--- src/pid_consts.svh ---
`ifndef PID_CONSTS_SVH
`define PID_CONSTS_SVH

// ----------------------------------------
// Channel geometry
// ----------------------------------------
`define PID_N_CHAN 8
`define PID_W_CHAN 3

// ----------------------------------------
// Datapath widths
// ----------------------------------------
`define PID_W_SAMPLE 18
`define PID_W_COEF 16
`define PID_W_DOUT 32
`define PID_W_CFG 32

// Downstream buffer depth, also the credits held at reset
`define PID_OUT_CREDITS 4
`define PID_W_CREDIT 4

`endif

--- src/pid_pkg.sv ---
`include "pid_consts.svh"

package pid_pkg;

    // ----------------------------------------
    // Scalar datapath types
    // ----------------------------------------
    typedef logic [`PID_W_CHAN-1:0] chan_t;
    typedef logic signed [`PID_W_SAMPLE-1:0] sample_t;
    typedef logic signed [`PID_W_COEF-1:0] coef_t;

    // k1 needs two growth bits over a single coefficient
    typedef logic signed [`PID_W_COEF+1:0] kcoef_t;

    // One extra bit for setpoint minus sample
    typedef logic signed [`PID_W_SAMPLE:0] error_t;

    // Full product width of kcoef_t times error_t
    typedef logic signed [`PID_W_SAMPLE+`PID_W_COEF+2:0] prod_t;

    // Sum of three products, two guard bits
    typedef logic signed [`PID_W_SAMPLE+`PID_W_COEF+4:0] delta_t;

    typedef logic signed [`PID_W_DOUT-1:0] dout_t;

    // ----------------------------------------
    // Configuration map
    // ----------------------------------------
    typedef enum logic [2:0] {
        SETPOINT  = 3'd0,
        P_COEF    = 3'd1,
        I_COEF    = 3'd2,
        D_COEF    = 3'd3,
        INV_ERROR = 3'd4,
        CLEAR     = 3'd5
    } cfg_addr_e;

    // Same data word, read by address as setpoint or coefficient
    typedef union packed {
        struct packed {
            logic [`PID_W_CFG-`PID_W_SAMPLE-1:0] pad;
            sample_t setpoint;
        } as_sample;
        struct packed {
            logic [`PID_W_CFG-`PID_W_COEF-1:0] pad;
            coef_t coef;   // bit 0 doubles as the flag for INV_ERROR and CLEAR
        } as_coef;
    } pid_cfg_word_u;

endpackage

--- src/pid_stage_if.sv ---
`timescale 1ns/1ps

// Fetch stage payload with the sample and its channel's configuration
interface pid_fetch_if;
    logic valid;
    logic voided;
    pid_pkg::chan_t chan;
    pid_pkg::sample_t sample;
    pid_pkg::sample_t setpoint;
    pid_pkg::coef_t p_coef;
    pid_pkg::coef_t i_coef;
    pid_pkg::coef_t d_coef;
    logic inv_error;

    modport src (output valid, voided, chan, sample, setpoint,
                 p_coef, i_coef, d_coef, inv_error);
    modport dst (input valid, voided, chan, sample, setpoint,
                 p_coef, i_coef, d_coef, inv_error);
endinterface

// Product stage payload carrying three coefficient-error products
interface pid_prod_if;
    logic valid;
    logic voided;
    pid_pkg::chan_t chan;
    pid_pkg::prod_t prod1;
    pid_pkg::prod_t prod2;
    pid_pkg::prod_t prod3;

    modport src (output valid, voided, chan, prod1, prod2, prod3);
    modport dst (input valid, voided, chan, prod1, prod2, prod3);
endinterface

--- src/pid_error_stage.sv ---
`timescale 1ns/1ps
`include "pid_consts.svh"

module pid_error_stage (
    input  logic           clk_in,
    input  logic           rst_n,
    input  logic           clear_valid,
    input  pid_pkg::chan_t clear_chan,
    pid_fetch_if.dst       fetch,
    pid_prod_if.src        prod
);

    // Error history holding e[n-1] and e[n-2] per channel
    pid_pkg::error_t err1_mem [`PID_N_CHAN];
    pid_pkg::error_t err2_mem [`PID_N_CHAN];

    // ----------------------------------------
    // Stage 2 error and k coefficients
    // ----------------------------------------
    pid_pkg::error_t err_raw;
    pid_pkg::error_t err_next;

    assign err_raw = pid_pkg::error_t'(fetch.setpoint) - pid_pkg::error_t'(fetch.sample);
    // Ones' complement rather than negation
    assign err_next = fetch.inv_error ? ~err_raw : err_raw;

    logic s2_valid;
    logic s2_void;
    pid_pkg::chan_t s2_chan;
    pid_pkg::error_t s2_err;
    pid_pkg::error_t s2_err1;
    pid_pkg::error_t s2_err2;
    pid_pkg::kcoef_t s2_k1;
    pid_pkg::kcoef_t s2_k2;
    pid_pkg::kcoef_t s2_k3;

    always_ff @(posedge clk_in) begin
        if (!rst_n) begin
            s2_valid <= 1'b0;
        end else begin
            s2_valid <= fetch.valid;
        end
        s2_void <= fetch.voided || (clear_valid && (fetch.chan == clear_chan));
        s2_chan <= fetch.chan;
        s2_err <= err_next;
        s2_err1 <= err1_mem[fetch.chan];
        s2_err2 <= err2_mem[fetch.chan];
        // k1 = p+i+d, k2 = -p-2d, k3 = d
        s2_k1 <= pid_pkg::kcoef_t'(fetch.p_coef) + pid_pkg::kcoef_t'(fetch.i_coef)
               + pid_pkg::kcoef_t'(fetch.d_coef);
        s2_k2 <= -pid_pkg::kcoef_t'(fetch.p_coef) - (pid_pkg::kcoef_t'(fetch.d_coef) <<< 1);
        s2_k3 <= pid_pkg::kcoef_t'(fetch.d_coef);
    end

    // ----------------------------------------
    // Stage 3 products and history writeback
    // ----------------------------------------
    always_ff @(posedge clk_in) begin
        if (!rst_n) begin
            prod.valid <= 1'b0;
        end else begin
            prod.valid <= s2_valid;
        end
        prod.voided <= s2_void || (clear_valid && (s2_chan == clear_chan));
        prod.chan <= s2_chan;
        prod.prod1 <= pid_pkg::prod_t'(s2_k1) * pid_pkg::prod_t'(s2_err);
        prod.prod2 <= pid_pkg::prod_t'(s2_k2) * pid_pkg::prod_t'(s2_err1);
        prod.prod3 <= pid_pkg::prod_t'(s2_k3) * pid_pkg::prod_t'(s2_err2);
    end

    always_ff @(posedge clk_in) begin
        if (!rst_n) begin
            for (int i = 0; i < `PID_N_CHAN; i++) begin
                err1_mem[i] <= '0;
                err2_mem[i] <= '0;
            end
        end else begin
            // Shift history as the item leaves stage 2
            if (s2_valid && !s2_void) begin
                err1_mem[s2_chan] <= s2_err;
                err2_mem[s2_chan] <= s2_err1;
            end
            // Clear wins over a same-channel writeback
            if (clear_valid) begin
                err1_mem[clear_chan] <= '0;
                err2_mem[clear_chan] <= '0;
            end
        end
    end

endmodule

--- src/flat_wrapper.sv ---
// flat-port wrapper written by rule: the top's interface ports become plain ports
module pid_error_stage_flat 
  (clk_in, rst_n, clear_valid, clear_chan, fetch_valid, fetch_voided, fetch_chan, fetch_sample, fetch_setpoint, fetch_p_coef, fetch_i_coef, fetch_d_coef, fetch_inv_error, prod_valid, prod_voided, prod_chan, prod_prod1, prod_prod2, prod_prod3);
  pid_fetch_if fetch_i ();
  pid_prod_if prod_i ();
  input  logic clk_in;
  input  logic rst_n;
  input  logic clear_valid;
  input  pid_pkg::chan_t clear_chan;
  input wire logic [$bits(fetch_i.valid)-1:0] fetch_valid;
  input wire logic [$bits(fetch_i.voided)-1:0] fetch_voided;
  input wire logic [$bits(fetch_i.chan)-1:0] fetch_chan;
  input wire logic [$bits(fetch_i.sample)-1:0] fetch_sample;
  input wire logic [$bits(fetch_i.setpoint)-1:0] fetch_setpoint;
  input wire logic [$bits(fetch_i.p_coef)-1:0] fetch_p_coef;
  input wire logic [$bits(fetch_i.i_coef)-1:0] fetch_i_coef;
  input wire logic [$bits(fetch_i.d_coef)-1:0] fetch_d_coef;
  input wire logic [$bits(fetch_i.inv_error)-1:0] fetch_inv_error;
  output wire logic [$bits(prod_i.valid)-1:0] prod_valid;
  output wire logic [$bits(prod_i.voided)-1:0] prod_voided;
  output wire logic [$bits(prod_i.chan)-1:0] prod_chan;
  output wire logic [$bits(prod_i.prod1)-1:0] prod_prod1;
  output wire logic [$bits(prod_i.prod2)-1:0] prod_prod2;
  output wire logic [$bits(prod_i.prod3)-1:0] prod_prod3;
  assign fetch_i.valid = fetch_valid;
  assign fetch_i.voided = fetch_voided;
  assign fetch_i.chan = fetch_chan;
  assign fetch_i.sample = fetch_sample;
  assign fetch_i.setpoint = fetch_setpoint;
  assign fetch_i.p_coef = fetch_p_coef;
  assign fetch_i.i_coef = fetch_i_coef;
  assign fetch_i.d_coef = fetch_d_coef;
  assign fetch_i.inv_error = fetch_inv_error;
  assign prod_valid = prod_i.valid;
  assign prod_voided = prod_i.voided;
  assign prod_chan = prod_i.chan;
  assign prod_prod1 = prod_i.prod1;
  assign prod_prod2 = prod_i.prod2;
  assign prod_prod3 = prod_i.prod3;
  pid_error_stage u_core (.clk_in(clk_in), .rst_n(rst_n), .clear_valid(clear_valid), .clear_chan(clear_chan), .fetch(fetch_i), .prod(prod_i));
endmodule
--- config.mk ---
export PLATFORM = sky130hd
export DESIGN_NAME = pid_error_stage_flat
export DESIGN_NICKNAME = d
export VERILOG_FILES = /design/src/pid_pkg.sv /design/src/pid_stage_if.sv /design/src/pid_error_stage.sv /design/src/flat_wrapper.sv
export VERILOG_INCLUDE_DIRS = /design/src /design/src/src
export SDC_FILE = /design/constraint.sdc
export NUM_CORES = 2
export LEC_CHECK = 0
export BUFFER_PORTS_ARGS = -buffer_cell sky130_fd_sc_hd__buf_2
export CAP_MARGIN = 20
export CORE_ASPECT_RATIO = 0.6
export CORE_MARGIN = 3
export CORE_UTILIZATION = 40
export CTS_BUF_LIST = sky130_fd_sc_hd__clkbuf_8
export DETAILED_ROUTE_END_ITERATION = 6
export PLACE_DENSITY = 0.59
export SETUP_SLACK_MARGIN = 0.2
export SYNTH_ARGS = -nofsm -noshare
export SYNTH_HDL_FRONTEND = slang
export SYNTH_SLANG_ARGS = --single-unit
--- constraint.sdc ---
create_clock -name clk_in -period 18.1 [get_ports clk_in]
set_clock_uncertainty 0.15 [all_clocks]
set_input_delay 4.525 -clock clk_in [delete_from_list [all_inputs] [get_ports clk_in]]
set_output_delay 4.525 -clock clk_in [all_outputs]
set_load 0.1 [all_outputs]
-- Word-level counts from Yosys, hierarchy flattened
Memory sizes are Yosys's and may differ from the RTL's. A register that Yosys moved wholly into a read port is not among the register bits.
Index checks and enable logic that the tools add are counted.
- logic and storage cells: 56
- bits of input ports: 96
- memories: 2
- flip-flop bits (word level): 192
- output and inout bits: 116
- bits in writable memories: 304
- memory list (memory ; words ; bits a word ; rd ports ; clocked after Yosys merged registers in ; wr ports ; RTL line ; source):
    u_core.err1_mem ; 8 ; 19 ; 1 ; 1 ; 8 ; pid_error_stage.sv:14 ; pid_pkg::error_t err1_mem [`PID_N_CHAN];
    u_core.err2_mem ; 8 ; 19 ; 1 ; 1 ; 8 ; pid_error_stage.sv:15 ; pid_pkg::error_t err2_mem [`PID_N_CHAN];
- reduce and logical (&&, ||, !) cells: 10
- $add $sub $neg: 5
- mux-type cells: 20
- eq/ne operators: 2
- multipliers: 3
- bitwise operators: 1
- operators with widths (kind ; count):
    $mux W19 ; 5
    $reduce_or A19 Y1 ; 4
    $mul A18 B19 Y37 ; 2
    $mul A16 B19 Y35 ; 1
    $not A19 Y19 ; 1
    $sub A18 B18 Y19 ; 1
    $add A17 B16 Y18 ; 1
    $neg A16 Y18 ; 1
    $sub A18 B17 Y18 ; 1
    $add A16 B16 Y17 ; 1
    $mux W3 ; 4
    $mux W1 ; 11
    $eq A3 B3 Y1 ; 2
    $logic_and A1 B1 Y1 ; 3
    $logic_or A1 B1 Y1 ; 2
    $logic_not A1 Y1 ; 1

-- Logic depth before layout (Yosys ltp)
- depth after elaboration: 7
- gate-level depth with buffers: 26
- depth with buffers taken out: 24

-- Worst setup path before layout
OpenSTA, ideal clock, no wires.
- path kind: in2reg
- from: input fetch_d_coef[1]
- to: register u_core.s2_k1[17]
- data required time: 17.829 ns
- buffers on the path: 0
- path slack: 10.828 ns
- library setup time: 0.121 ns
- arrival time: 7.001 ns
- cell stages on the path: 13
- path through: fa_1 ha_1 inv_1 fa_1 nor2b_1 o21ai_0 a21boi_0 o21ai_0 a21oi_1 a41oi_1 a21oi_1 a41o_1 o22ai_1
- word-level cells in the longest chain between the ends: 1
- RTL lines (what ; RTL line ; source):
    start: declaration ; flat_wrapper.sv:17 ; input wire logic [$bits(fetch_i.d_coef)-1:0] fetch_d_coef;
    $add A17 B16 Y18 ; pid_error_stage.sv:50 ; + pid_pkg::kcoef_t'(fetch.d_coef);
    end signal: assignment ; pid_error_stage.sv:49 ; s2_k1 <= pid_pkg::kcoef_t'(fetch.p_coef) + pid_pkg::kcoef_t'(fetch.i_coef)
    end: declaration ; pid_error_stage.sv:33 ; pid_pkg::kcoef_t s2_k1;
No other way between the ends.
A chain may end at the register's enable or synchronous reset.

-- Final worst setup path
- from: register u_core.s2_k1[3]
- to: register u_core.prod.prod1[36]
- word-level cells in the longest chain between the ends: 1
- RTL lines (what ; RTL line ; source):
    $mul A18 B19 Y37 ; pid_error_stage.sv:66 ; prod.prod1 <= pid_pkg::prod_t'(s2_k1) * pid_pkg::prod_t'(s2_err);
    end signal: assignment ; pid_error_stage.sv:66 ;
    end: declaration ; pid_stage_if.sv:30 ; modport src (output valid, voided, chan, prod1, prod2, prod3);
No other way between the ends.

==> metrics.md <==
| Metric | Value |
|---|---|
| Status | completed |
| First-pass GRT wire length | 251.9 mm |
| Req. time, crit path | 18,680 ps |
| Commonest non-fill, non-tap cell in the layout | inv_1 |
| RSZ-0062 raised after global routing | false |
| Fill cells | 13,868 |
| Highest routed layer | met5 |
| Slowest stage delay, CP | 990 ps |
| Critical-path cell list | nand2_1, fa_1, fa_1, inv_1, ha_1, inv_1, fa_1, inv_1, fa_1, inv_1, fa_1, inv_1, ha_1, a21o_1, a21o_1, a21oi_1, o21ai_0, or3_1, a31oi_4, nor3_1, o211a_1, nor3_1 |
| Multi-input logic area | 41,120 um2 |
| Core area | 142,300 um2 |
| Mapped Avg Cell Area | 9.226 um2 |
| Worst Setup Start Kind | flip-flop |
| DRT iter0 DRCs | 2,978 |
| FF/Latch Area | 10,650 um2 |
| Syn_nets | 7,685 |
| Initial antenna violation count | 7 |
| Via count | 42,118 |
| WL met3 | 12.70 mm |
| # clock sinks | 532 |
| CTS tree | built |
| Hold Path Class | reg -> reg |
| Top Ports | 212 |
| Final worst slack | 10,660 ps |
| Setup CP Type | reg -> reg |
| CP endpoint kind | flip-flop |
| Synth area leader | fa_1 |
| # port buffers | 211 |
| CTS root buffer | clkbuf_8 |
| Num CTS Buffers | 87 |
| Routability Congestion | 0.8172 |
| WL met2 | 64.65 mm |
| Sequential share of the synthesized area | 18.52% |
| DR vias/cell | 5.103 |
| ANT nets after route | 0 |
| DP Area | 60,370 um2 |
| Post-CTS setup repair buffer count | 0 |
| Most frequent cells in the layout | inv_1 (1,220), fa_1 (1,013), nand2_1 (818) |
| Layout cells sized above 1 | 9.317% |
| Fin area | 62,300 um2 |
| Clk_lat worst skew | 800 ps |
| Slowest stage cell, crit path | dfxtp_1 |
| Clock Tree Buf Depth | 3 |
| GRT Util Overall | 21.64% |
| FMAX | 134.5 MHz |
| Die Footprint | 148,500 um2 |
| Post-DR wirelength/cell | 18.98 um |
| Width of the die | 495.5 um |
| Max-Cap Viols | 0 |
| Yosys warnings | 0 |
| Yosys reg bits | 532 |
| Wirelength, routed | 156.7 mm |
| Mapped Cells | 6,232 |
| Fin crit share | 41.09% |
| Largest net degree at the start of global routing | 178 |
| M1 WL | 75.94 mm |
| Global route overflow | 0 |
| Syn-to-layout area delta | 8.350% |
| Async SR Flop Fraction | 0% |
| Count of final hold-check violations | 0 |
| Largest cells by area after synthesis | fa_1 (35%), dfxtp_1 (19%), inv_1 (7.8%) |
| Rows | 107 |
| Post-place setup slack | 10,120 ps |
| Slew @ Worst Pin | 1227 ps |
| Post-synth EDFFs | 0 |
| Layout Nets | 7,730 |
| Main synth FF type | dfxtp_1 |
| Max-slew headroom | 17.65% |
| Setup TNS | 0 ps |
| CP max FO | 19 |
| Cts repair resizes | 0 |
| Worst Hold Margin | 314.3 ps |
| DRC | 0 |
| First drt pass iteration count | 5 |
| Initial core utilization | 40.40% |
| Number of global-route vias before repair | 43,652 |
| WP data arrival | 8010 ps |
| Hpwl dp | 116.9 mm |
| Setup violations, final | 0 |
| Clk slew on worst S/H paths | 70 ps |
| Synth Cell Area | 57,500 um2 |
| Min Clock Period, post-route | 7437 ps |
| Die extent in y | 299.7 um |
| Synth top area share | 35.27% |
| CTS HTree Levels | 3 |
| Yosys cell types | 75 |
| Fin. max-slew vios | 0 |
| Hold Buf Count CTS | 0 |
## metrics by stage
step | util [%] | instances
2_1_floorplan | - | 6232
4_1_cts | 43.73 | 8247
5_1_grt | 43.77 | 8251
6_report | 43.77 | 8254
3_3_place_gp | 42.39 | 8090
3_5_place_dp | 42.42 | 8092
## metal layers
metal,global-route usage (%),up-vias
li1,-,19169
met1,33.35,21313
met2,31.02,1437
met3,4.450,191
met4,4.745,8
met5,0,-
## synth_stat cells (all sizes together), types with 5 or more instances
| library cell | count |
|---|---|
| nand3b | 6 |
| a21oi | 397 |
| nor2 | 118 |
| a31oi | 11 |
| a21boi | 6 |
| and2 | 485 |
| a21o | 43 |
| nand2 | 820 |
| nand2b | 22 |
| clkbuf | 305 |
| o21ai | 60 |
| o2111ai | 6 |
| nand3 | 339 |
| nor3 | 34 |
| o21bai | 19 |
| o21a | 22 |
| o31ai | 8 |
| mux2 | 38 |
| xnor2 | 131 |
| a211o | 5 |
| dfxtp | 532 |
| nor3b | 6 |
| or3 | 13 |
| and3 | 12 |
| inv | 1199 |
| ha | 344 |
| nor2b | 18 |
| buf | 36 |
| fa | 1013 |
| a211oi | 15 |
| mux4 | 76 |
| or2 | 5 |
| xor2 | 41 |
| o211ai | 5 |
## path summary, 6_finish.rpt
check,startpoint,to,slack [ps],cells after the start
max,u_core.s2_k1[3],u_core.prod.prod1[36],10660,22
min,u_core.err2_mem[6][1],u_core.err2_mem[6][1],310,2
max reg2reg,u_core.s2_k1[3],u_core.prod.prod1[36],10660,22
min reg2reg,u_core.err2_mem[6][1],u_core.err2_mem[6][1],310,2
## worst max-delay path: cells and delay by family (launching register included)
| kind | cells | cell delay [ps] |
|---|---|---|
| flops | 1 | 990 |
| compound gates | 6 | 1280 |
| fa+ha+maj | 7 | 3420 |
| simple gates | 4 | 990 |
| buf+inv | 5 | 520 |
## kinds of logic after synthesis
kind of cell | Yosys count | share of synthesized area (%)
fa+ha+maj | 1357 | 42.76
xor+xnor | 172 | 2.620
buf+inv | 1540 | 10.07
compound gates | 625 | 6.531
simple gates | 1891 | 15.76
mux | 115 | 3.739
flops | 532 | 18.52
## final cells by class
class	count	area share (%)
antenna	4	0.01607
clock buffer	109	2.408
clock inverter	46	0.5825
inverter	1199	7.224
multi-input combinational	4160	66.00
sequential	532	17.10
tap	1907	3.830
timing repair buffer	297	2.842
## registers in the layout (all words and copies together), names as in the netlist, 19 cells and up
register,cells
u_core.prod.prod2,37
u_core.err1_mem,152
u_core.prod.prod1,37
u_core.s2_err,19
u_core.prod.prod3,35
u_core.s2_err2,19
u_core.s2_err1,19
u_core.err2_mem,152
Power is left out: the tool's default activity adds up to more than one toggle a clock period on the data nets, which glitch-free logic cannot reach.
